<file path="config.mk">
export PLATFORM = sky130hd
export DESIGN_NAME = alu_lane_flat
export DESIGN_NICKNAME = d
export VERILOG_FILES = /design/src/logic/core_pkg.sv /design/src/logic/issue_lane_if.sv /design/src/logic/alu_lane.sv /design/src/flat_wrapper.sv
export SDC_FILE = /design/constraint.sdc
export NUM_CORES = 1
export LEC_CHECK = 0
export BUFFER_PORTS_ARGS = -buffer_cell sky130_fd_sc_hd__buf_4
export CAP_MARGIN = 20
export CELL_PAD_IN_SITES_DETAIL_PLACEMENT = 2
export CELL_PAD_IN_SITES_GLOBAL_PLACEMENT = 2
export CORE_ASPECT_RATIO = 0.6
export CORE_MARGIN = 5
export CORE_UTILIZATION = 33
export CTS_CLUSTER_DIAMETER = 40
export DETAILED_ROUTE_END_ITERATION = 8
export GPL_TIMING_DRIVEN = 0
export PLACE_DENSITY_LB_ADDON = 0.1
export SYNTH_ARGS = -nofsm -noshare
export SYNTH_HDL_FRONTEND = slang
export SYNTH_SLANG_ARGS = --single-unit
</file>
<file path="constraint.sdc">
create_clock -name clk -period 5.2 [get_ports clk]
set_clock_uncertainty 0.15 [all_clocks]
set_input_delay 1.04 -clock clk [delete_from_list [all_inputs] [get_ports clk]]
set_output_delay 1.04 -clock clk [all_outputs]
set_load 0.02 [all_outputs]
</file>
<file path="src/logic/core_pkg.sv">
package core_pkg;

    localparam int xlen = 32;
    localparam int reg_addr_width = 5;

    localparam int imem_depth = 256;
    localparam int imem_addr_width = 8;
    localparam int dmem_depth = 256;
    localparam int dmem_addr_width = 8;

    // pass forwards op2 unchanged
    typedef enum logic [2:0] {
        alu_add,
        alu_sub,
        alu_and,
        alu_or,
        alu_xor,
        alu_slt,
        alu_pass
    } alu_op_t;

    // RV32I major opcodes
    localparam logic [6:0] opc_op = 7'b0110011;
    localparam logic [6:0] opc_op_imm = 7'b0010011;
    localparam logic [6:0] opc_load = 7'b0000011;
    localparam logic [6:0] opc_store = 7'b0100011;
    localparam logic [6:0] opc_branch = 7'b1100011;

    localparam logic [2:0] f3_add_sub = 3'b000;
    localparam logic [2:0] f3_slt = 3'b010;
    localparam logic [2:0] f3_xor = 3'b100;
    localparam logic [2:0] f3_or = 3'b110;
    localparam logic [2:0] f3_and = 3'b111;
    localparam logic [2:0] f3_lw = 3'b010;
    localparam logic [2:0] f3_sw = 3'b010;
    localparam logic [2:0] f3_beq = 3'b000;

    localparam logic [6:0] f7_base = 7'b0000000;
    localparam logic [6:0] f7_sub = 7'b0100000;

endpackage
</file>
<file path="src/logic/issue_lane_if.sv">
`timescale 1ns/10ps

interface issue_lane_if;
    import core_pkg::*;

    logic                      valid;
    logic [xlen-1:0]           op1;
    logic [xlen-1:0]           op2;
    alu_op_t                   alu_op;
    logic [reg_addr_width-1:0] rd;
    logic                      mem_read;

    // Result registered one cycle after issue
    logic [xlen-1:0]           result;
    logic [reg_addr_width-1:0] result_rd;
    logic                      result_valid;

    modport issue (
        output valid, op1, op2, alu_op, rd, mem_read,
        input  result, result_rd, result_valid
    );

    modport execute (
        input  valid, op1, op2, alu_op, rd, mem_read,
        output result, result_rd, result_valid
    );

endinterface

</file>
<file path="src/logic/alu_lane.sv">
`timescale 1ns/10ps

module alu_lane (
    input  logic                      clk,
    input  logic                      reset,
    input  logic [core_pkg::xlen-1:0] load_data,
    issue_lane_if.execute             lane
);
    import core_pkg::*;

    logic [xlen-1:0]           alu_out;
    logic [xlen-1:0]           alu_reg;
    logic [reg_addr_width-1:0] rd_reg;
    logic                      valid_reg;
    logic                      load_reg;

    always_comb begin
        case (lane.alu_op)
            alu_add: alu_out = lane.op1 + lane.op2;
            alu_sub: alu_out = lane.op1 - lane.op2;
            alu_and: alu_out = lane.op1 & lane.op2;
            alu_or:  alu_out = lane.op1 | lane.op2;
            alu_xor: alu_out = lane.op1 ^ lane.op2;
            alu_slt: alu_out = {{(xlen-1){1'b0}}, $signed(lane.op1) < $signed(lane.op2)};
            default: alu_out = lane.op2;
        endcase
    end

    // Writes to x0 never retire
    always_ff @(posedge clk) begin
        if (reset) begin
            valid_reg <= 1'b0;
            load_reg <= 1'b0;
        end else begin
            valid_reg <= lane.valid && (lane.rd != '0);
            load_reg <= lane.valid && lane.mem_read;
        end
    end

    always_ff @(posedge clk) begin
        alu_reg <= alu_out;
        rd_reg <= lane.rd;
    end

    assign lane.result = load_reg ? load_data : alu_reg;
    assign lane.result_rd = rd_reg;
    assign lane.result_valid = valid_reg;

endmodule

</file>
<file path="src/flat_wrapper.sv">
// flat-port wrapper written by rule: the top's interface ports become plain ports
module alu_lane_flat import core_pkg::*;
  (clk, reset, load_data, lane_valid, lane_op1, lane_op2, lane_alu_op, lane_rd, lane_mem_read, lane_result, lane_result_rd, lane_result_valid);
  issue_lane_if lane_i ();
  input  logic clk;
  input  logic reset;
  input  logic [core_pkg::xlen-1:0] load_data;
  input wire logic [$bits(lane_i.valid)-1:0] lane_valid;
  input wire logic [$bits(lane_i.op1)-1:0] lane_op1;
  input wire logic [$bits(lane_i.op2)-1:0] lane_op2;
  input wire logic [$bits(lane_i.alu_op)-1:0] lane_alu_op;
  input wire logic [$bits(lane_i.rd)-1:0] lane_rd;
  input wire logic [$bits(lane_i.mem_read)-1:0] lane_mem_read;
  output wire logic [$bits(lane_i.result)-1:0] lane_result;
  output wire logic [$bits(lane_i.result_rd)-1:0] lane_result_rd;
  output wire logic [$bits(lane_i.result_valid)-1:0] lane_result_valid;
  assign lane_i.valid = lane_valid;
  assign lane_i.op1 = lane_op1;
  assign lane_i.op2 = lane_op2;
  assign lane_i.alu_op = lane_alu_op;
  assign lane_i.rd = lane_rd;
  assign lane_i.mem_read = lane_mem_read;
  assign lane_result = lane_i.result;
  assign lane_result_rd = lane_i.result_rd;
  assign lane_result_valid = lane_i.result_valid;
  alu_lane u_core (.clk(clk), .reset(reset), .load_data(load_data), .lane(lane_i));
endmodule
</file>
==> results of run 1 <==
-- how the worst max path moves through the flow --
| stage | startpoint | end | slack (ps) | cells past startpoint |
|---|---|---|---|---|
| floorplan | lane_op2[0] | u_core.alu_reg[30] | 1420 | 12 |
| global placement | lane_op2[0] | u_core.alu_reg[30] | 430 | 13 |
| detailed placement | lane_op2[0] | u_core.alu_reg[30] | 400 | 13 |
| CTS | lane_op2[0] | u_core.alu_reg[30] | 720 | 13 |
| global route | lane_op2[0] | u_core.alu_reg[30] | 440 | 13 |
| finish | lane_op2[0] | u_core.alu_reg[30] | 560 | 13 |
-- cell families (layout without fill, tap and decap cells) --
| family | count (synthesis) | after routing |
|---|---|---|
| AND/OR/NAND/NOR | 252 | 252 |
| adder cells (fa/ha/maj) | 103 | 103 |
| flip-flops | 39 | 39 |
| AO/OA/AOI/OAI | 359 | 359 |
| XOR/XNOR | 10 | 10 |
| buffers and inverters | 160 | 313 |
| multiplexers | 42 | 42 |
-- power by group through the flow --
stage | Clock [mW] | Combinational [mW] | Sequential [mW]
final | 0.396 | 0.955 | 0.350
after global routing | 0.414 | 1.02 | 0.353
after CTS | 0.405 | 0.934 | 0.351
after detailed placement | 0 | 0.928 | 0.357
after global placement | 0 | 0.899 | 0.356
after floorplan | 0 | 0.555 | 0.354
-- routing by layer --
metal / vias to the layer above / track usage
met5: - / 0
met3: 31 / 0.0791
met2: 362 / 0.424
li1: 3755 / -
met1: 4147 / 0.444
met4: 0 / 0.0505
-- synthesized netlist by cell type (4+ instances only) --
cell type	instances
sky130_fd_sc_hd__a211oi_1	7
sky130_fd_sc_hd__a21o_1	16
sky130_fd_sc_hd__a21oi_1	123
sky130_fd_sc_hd__a221o_1	4
sky130_fd_sc_hd__a31oi_1	20
sky130_fd_sc_hd__and2_1	5
sky130_fd_sc_hd__and3_1	6
sky130_fd_sc_hd__buf_1	10
sky130_fd_sc_hd__buf_2	6
sky130_fd_sc_hd__clkbuf_1	46
sky130_fd_sc_hd__dfxtp_1	39
sky130_fd_sc_hd__ha_1	101
sky130_fd_sc_hd__inv_1	84
sky130_fd_sc_hd__inv_2	11
sky130_fd_sc_hd__mux2_2	32
sky130_fd_sc_hd__mux2i_1	10
sky130_fd_sc_hd__nand2_1	62
sky130_fd_sc_hd__nand2b_1	5
sky130_fd_sc_hd__nand3_1	16
sky130_fd_sc_hd__nor2_1	104
sky130_fd_sc_hd__nor2b_1	6
sky130_fd_sc_hd__nor3_1	16
sky130_fd_sc_hd__nor4_1	7
sky130_fd_sc_hd__o2111ai_1	5
sky130_fd_sc_hd__o211ai_1	16
sky130_fd_sc_hd__o21a_1	11
sky130_fd_sc_hd__o21ai_0	50
sky130_fd_sc_hd__o21ai_1	17
sky130_fd_sc_hd__o21bai_1	14
sky130_fd_sc_hd__o221ai_1	6
sky130_fd_sc_hd__o22ai_1	13
sky130_fd_sc_hd__o31a_1	4
sky130_fd_sc_hd__o31ai_1	8
sky130_fd_sc_hd__o32ai_1	6
sky130_fd_sc_hd__or4_1	5
sky130_fd_sc_hd__xnor2_1	9
-- layout make-up --
| type | instances | share of cell area |
|---|---|---|
| multi-input cells | 766 | 0.639 |
| repair buffers | 145 | 0.131 |
| flip-flops and latches | 39 | 0.0937 |
| inverters | 95 | 0.0428 |
| well taps | 273 | 0.0410 |
| plain buffers | 65 | 0.0320 |
| clock buffers | 5 | 0.0150 |
| clock inverters | 3 | 0.00526 |
-- through the flow --
stage	power, mW	setup WS [ps]	hold WS, ps	std cells	utilization
detailed placement	1.29	397	1010	1383	0.408
CTS	1.69	717	681	1391	0.416
global placement	1.26	430	1000	1383	0.408
finish	1.70	557	691	1391	0.416
global route	1.79	438	683	1391	0.416
floorplan	0.910	1420	918	965	-
==> flow_summary.rst, run 1 <==
.. list-table::
   :header-rows: 1

   * - Metric
     - Value
   * - Result of the run
     - finished clean
   * - Async set-or-reset flop fraction in the synthesized netlist
     - 0
   * - Inserted Clock Buffers
     - 5
   * - Area of the multi-input gates
     - 5330 µm²
   * - Arithmetic-cell share of the synthesized area counting full adders, half adders and majority gates
     - 0.194
   * - Starting density of the core
     - 0.336
   * - DRT Pass-1 Iters
     - 5
   * - Cell chain of the critical path
     - buf_4 > ha_1 > fa_1 > a21o_1 > a221oi_2 > o211a_1 > o31a_2 > o311ai_1 > a21oi_1 > o21bai_1 > a41oi_1 > mux2i_1 > a31oi_1
   * - Simple-Gate Fraction of Synth Area
     - 0.174
   * - Sink Count
     - 39
   * - Area leader, netlist
     - sky130_fd_sc_hd__ha_1
   * - Unrepaired setup endpoints after global routing
     - false
   * - Layout cells sized above 1
     - 0.194
   * - Critical path's slowest cell
     - sky130_fd_sc_hd__a221oi_2
   * - Count of fill cells added during filler insertion
     - 2432
   * - Largest net degree at the start of global routing
     - 14
   * - Maximum clock frequency
     - 0.215 GHz
   * - Final routed DRC violation total
     - 0
   * - Internal power component
     - 0.926 mW
   * - Required arrival time at the worst endpoint
     - 5230 ps
   * - Mux cell area share after synthesis
     - 0.0684
   * - Final Cell Area
     - 8330 µm²
   * - Via density
     - 5.96
   * - Max Transition Viols Final
     - 0
   * - Cells taking the most area after synthesis
     - sky130_fd_sc_hd__ha_1 (19%), sky130_fd_sc_hd__dfxtp_1 (12%), sky130_fd_sc_hd__a21oi_1 (9.1%), sky130_fd_sc_hd__nor2_1 (5.8%), sky130_fd_sc_hd__mux2_2 (5.4%)
   * - Post-Syn Area
     - 6730 µm²
   * - Final #Nets
     - 1328
   * - Number of DRC markers in iteration 0
     - 723
   * - Switching fraction of total power
     - 0.456
   * - Data arrival time of the critical path
     - 4670 ps
   * - Global route total overflow
     - 0
   * - Number of setup buffers added after CTS
     - 0
   * - Remaining antenna violation count
     - 0
   * - Via count of the first global-routing pass
     - 8528
   * - H-Tree Level Count
     - 2
   * - Clk buf depth
     - 2
   * - Root Driver
     - sky130_fd_sc_hd__clkbuf_16
   * - DR vias
     - 8295
   * - XOR/XNOR share of the synthesized area
     - 0.0130
   * - Slew at the pin with the worst max-slew slack
     - 1110 ps
   * - Gate count of the mapped netlist
     - 965
   * - CTS Hold Buffers Added
     - 0
   * - Number of buffer and inverter stages on the critical path
     - 1
   * - Post-Syn Nets
     - 1176
   * - Post-layout minimum cycle time
     - 4640 ps
   * - Most common cell after layout, fill and taps aside
     - sky130_fd_sc_hd__buf_4
   * - Antenna violations before repair
     - 0
   * - Top metal layer carrying routed signals
     - met4
   * - Slew headroom
     - 0.260
   * - Number of hold violations in the final report
     - 0
   * - Most used flip-flop cell after synthesis
     - sky130_fd_sc_hd__dfxtp_1
   * - HPWL Detailed
     - 28500 µm
   * - Most frequent cells in the layout
     - sky130_fd_sc_hd__buf_4 (147), sky130_fd_sc_hd__a21oi_1 (123), sky130_fd_sc_hd__nor2_1 (104), sky130_fd_sc_hd__ha_1 (101), sky130_fd_sc_hd__inv_1 (84)
   * - Number of flip-flops under the largest register name
     - 32
   * - WL met2
     - 14300 µm
   * - Average wire per standard cell
     - 25.7 µm
   * - Pwr per Cell Area
     - 204 nW/µm²
   * - Hold Crit Class
     - in2reg
   * - CTS-repair resized insts
     - 0
   * - Yosys reg bits
     - 39
   * - Total Wirelength
     - 35700 µm
   * - Total Neg Setup Slack
     - 0 ps
   * - Flop pwr share
     - 0.206
   * - Port Buf Inserts
     - 145
   * - Cell row count
     - 40
   * - Number of cells on the worst hold path
     - 1
   * - Part of the total power dissipated in the clock network
     - 0.233
   * - Worst hold endpoint
     - u_core.lane.result_rd[2]
   * - Relative area change from synthesis to final layout
     - 23.8%
   * - Family with the most delay on the worst path
     - compound AO/OA/AOI/OAI gates
   * - Number of antenna repair diodes
     - 0
   * - Synth Area in Compound Gates
     - 0.342
   * - Nature of the critical path endpoint
     - register
   * - Global placer's final weighted congestion
     - 0.958
   * - Area of the placeable core
     - 20000 µm²
   * - Placed standard-cell area
     - 8160 µm²
   * - Period utilisation layout
     - 0.893
   * - Stage delay of the slowest cell on the critical path
     - 660 ps
   * - First-pass GRT wire length
     - 53500 µm
   * - Area share of the largest cell type after synthesis
     - 0.188
   * - All-layer global routing usage
     - 0.296
   * - Net switching power
     - 0.776 mW
   * - Routed wire length on met3
     - 3460 µm
   * - Max Fanout on Critical Path
     - 5
   * - TritonCTS clock tree
     - yes
   * - Number of max-cap violations
     - 0
   * - Area of the die
     - 23400 µm²
   * - Largest family of logic cells by synthesized area
     - compound AO/OA/AOI/OAI gates
   * - Horizontal die dimension
     - 194 µm
   * - Routed metal-1 wirelength
     - 17500 µm
   * - Number of enable flip-flop cells after synthesis
     - 0
   * - Average instance area after synthesis
     - 6.97 µm²
   * - Post-CTS clock slew at the launch and capture registers of the worst setup and hold paths
     - 70 ps
   * - Die Y-Extent
     - 121 µm
   * - Beginning of the worst hold path
     - lane_rd[2]
   * - I/O pins
     - 146
   * - Final setup violation count
     - 0
   * - Static Leak
     - 3.83 nW
   * - Reg area
     - 781 µm²
   * - Yosys warning count
     - 0
   * - Sequential fraction of the synthesis area
     - 0.116
   * - Proportion of power drawn by combinational gates
     - 0.561
   * - Distinct cells, synth
     - 80
   * - Maximum resistive drop on vdd
     - 0.000117 V
   * - Critical path class
     - in2reg
   * - Critical Path Start Type
     - primary input
No activity file was read; power rests on OpenSTA's default activity.
==> run 2, diff against run 1 <==
- GPL_TIMING_DRIVEN: 0 -> 1
==> run 2 against run 1 <==
- cell area is 2.0% lower
- largest power group unchanged
- global-route usage is 3.9 points lower
- wire length is 14% lower
- critical endpoint unchanged
- non-clock buffer count is 51 lower
- sequential share of layout area is 0.21 points higher
- utilization is 0.83 points lower
==> flow_summary.rst, run 2 (synthesis gave the netlist of run 1 again) <==
.. list-table::
   :header-rows: 1

   * - Metric
     - Value
   * - Total Neg Setup Slack
     - 0 ps (unchanged)
   * - Average wire per standard cell
     - 22.9 µm (-11%)
   * - Most frequent cells in the layout
     - sky130_fd_sc_hd__buf_4 (158), sky130_fd_sc_hd__a21oi_1 (123), sky130_fd_sc_hd__nor2_1 (104), sky130_fd_sc_hd__ha_1 (101), sky130_fd_sc_hd__inv_1 (84)
   * - Flop pwr share
     - 0.221 (+0.015)
   * - Pwr per Cell Area
     - 198 nW/µm² (-3.1%)
   * - Sink Count
     - 39 (unchanged)
   * - Required arrival time at the worst endpoint
     - 5240 ps (about the same)
   * - Switching fraction of total power
     - 0.458 (+0.00187)
   * - Post-layout minimum cycle time
     - 4250 ps (-389 ps)
   * - DR vias
     - 7765 (-6.4%)
   * - Final setup violation count
     - 0 (unchanged)
   * - All-layer global routing usage
     - 0.257 (-0.0390)
   * - Critical path class
     - in2reg
   * - Number of buffer and inverter stages on the critical path
     - 1 (unchanged)
   * - CTS Hold Buffers Added
     - 0 (unchanged)
   * - Most common cell after layout, fill and taps aside
     - sky130_fd_sc_hd__buf_4
   * - Number of DRC markers in iteration 0
     - 480 (-34%)
   * - Maximum clock frequency
     - 0.235 GHz (+9.2%)
   * - Number of antenna repair diodes
     - 0 (unchanged)
   * - Final #Nets
     - 1277 (-3.8%)
   * - Global placer's final weighted congestion
     - 0.884 (-7.8%)
   * - Via density
     - 5.79 (-2.8%)
   * - Nature of the critical path endpoint
     - register
   * - Internal power component
     - 0.876 mW (-5.4%)
   * - Largest net degree at the start of global routing
     - 83 (+69)
   * - Proportion of power drawn by combinational gates
     - 0.560 (about the same)
   * - Part of the total power dissipated in the clock network
     - 0.219 (-0.014)
   * - Net switching power
     - 0.740 mW (-4.7%)
   * - Root Driver
     - sky130_fd_sc_hd__clkbuf_16
   * - Port Buf Inserts
     - 145 (unchanged)
   * - First-pass GRT wire length
     - 48100 µm (-10%)
   * - Die Y-Extent
     - 121 µm (unchanged)
   * - Post-CTS clock slew at the launch and capture registers of the worst setup and hold paths
     - 70 ps (about the same)
   * - Number of flip-flops under the largest register name
     - 32 (unchanged)
   * - Count of placed standard cells including taps
     - 1332 (-3.7%)
   * - Inserted Clock Buffers
     - 5 (unchanged)
   * - Family with the most delay on the worst path
     - compound AO/OA/AOI/OAI gates
   * - CTS-repair resized insts
     - 0 (unchanged)
   * - Antenna violations before repair
     - 0 (unchanged)
   * - Horizontal die dimension
     - 194 µm (unchanged)
   * - DRT Pass-1 Iters
     - 9 (+4)
   * - Critical Path Start Type
     - primary input
   * - Reg area
     - 782 µm² (+0.16%)
   * - HPWL Detailed
     - 23800 µm (-17%)
   * - Non-filler cells in the finished layout
     - 1340 (-3.7%)
   * - Slew at the pin with the worst max-slew slack
     - 895 ps (-215 ps)
   * - Starting density of the core
     - 0.336 (unchanged)
   * - Area of the placeable core
     - 20000 µm² (unchanged)
   * - Period utilisation layout
     - 0.818 (-0.0749)
   * - I/O pins
     - 146 (unchanged)
   * - Max Fanout on Critical Path
     - 5 (unchanged)
   * - Number of hold violations in the final report
     - 0 (unchanged)
   * - Maximum resistive drop on vdd
     - 0.000120 V (+2.5%)
   * - Static Leak
     - 3.79 nW (-1.2%)
   * - Slew headroom
     - 0.403 (+0.144)
   * - Final routed DRC violation total
     - 0 (unchanged)
   * - Area of the multi-input gates
     - 5330 µm² (about the same)
   * - Layout cells sized above 1
     - 0.210 (+0.0158)
   * - Number of max-cap violations
     - 0 (unchanged)
   * - Global route total overflow
     - 0 (unchanged)
   * - Via count of the first global-routing pass
     - 8153 (-4.4%)
   * - Remaining antenna violation count
     - 0 (unchanged)
   * - Stage delay of the slowest cell on the critical path
     - 490 ps (-170 ps)
   * - Relative area change from synthesis to final layout
     - 21.3%
   * - Clk buf depth
     - 2 (unchanged)
   * - H-Tree Level Count
     - 2 (unchanged)
   * - Number of setup buffers added after CTS
     - 0 (unchanged)
   * - Max Transition Viols Final
     - 0 (unchanged)
   * - Cell row count
     - 40 (unchanged)
   * - Unrepaired setup endpoints after global routing
     - false
   * - Critical path's slowest cell
     - sky130_fd_sc_hd__a221oi_2
   * - Count of fill cells added during filler insertion
     - 2400 (-1.3%)
   * - TritonCTS clock tree
     - yes
   * - Cell chain of the critical path
     - buf_4 > ha_1 > fa_1 > a21o_1 > a221oi_2 > o211a_1 > o31a_2 > o311ai_1 > a21oi_1 > o21bai_1 > a41oi_1 > mux2i_1 > a31oi_1
   * - Hold Crit Class
     - in2reg
   * - Data arrival time of the critical path
     - 4300 ps (-370 ps)
   * - Total Wirelength
     - 30700 µm (-14%)
   * - Area of the die
     - 23400 µm² (unchanged)
   * - Result of the run
     - finished clean
run 2: through the flow:
step	hold slack (ps)	area [µm²]	worst slack, ps	power [mW]	utilization
after CTS	675	8160	1030	1.62	0.408
final	685	8160	946	1.62	0.408
after detailed placement	1000	8020	679	1.25	0.400
after floorplan	918	6730	1420	0.910	-
after global routing	679	8160	827	1.72	0.408
after global placement	1000	8020	830	1.23	0.400
run 2: path summary, 6_finish.rpt:
| path | from | end | slack [ps] | cells after the start |
|---|---|---|---|---|
| max | lane_op2[0] | u_core.alu_reg[30] | 950 | 13 |
| min | lane_rd[2] | u_core.lane.result_rd[2] | 690 | 1 |
run 2: area by class of cell:
cell class                 instances  area share
clock inverter                     3     0.00245
inverter                          95      0.0437
sequential                        39      0.0958
clock buffer                       5      0.0153
tap                              273      0.0419
multi-input combinational        766       0.653
timing repair buffer             159       0.148
run 2: power groups by stage:
stage / logic, mW / registers [mW] / clock network [mW]
2_1_floorplan: 0.555 / 0.354 / 0
3_3_place_gp: 0.863 / 0.365 / 0
3_5_place_dp: 0.888 / 0.364 / 0
4_1_cts: 0.895 / 0.358 / 0.363
5_1_grt: 0.982 / 0.361 / 0.373
6_report: 0.905 / 0.358 / 0.353
run 2: metal layers:
layer	GRT usage	up-vias	part of all wire
li1	-	3667	-
met1	0.398	3837	0.52
met2	0.368	242	0.40
met3	0.0537	19	0.070
met4	0.0351	0	0.0080
met5	0	-	0
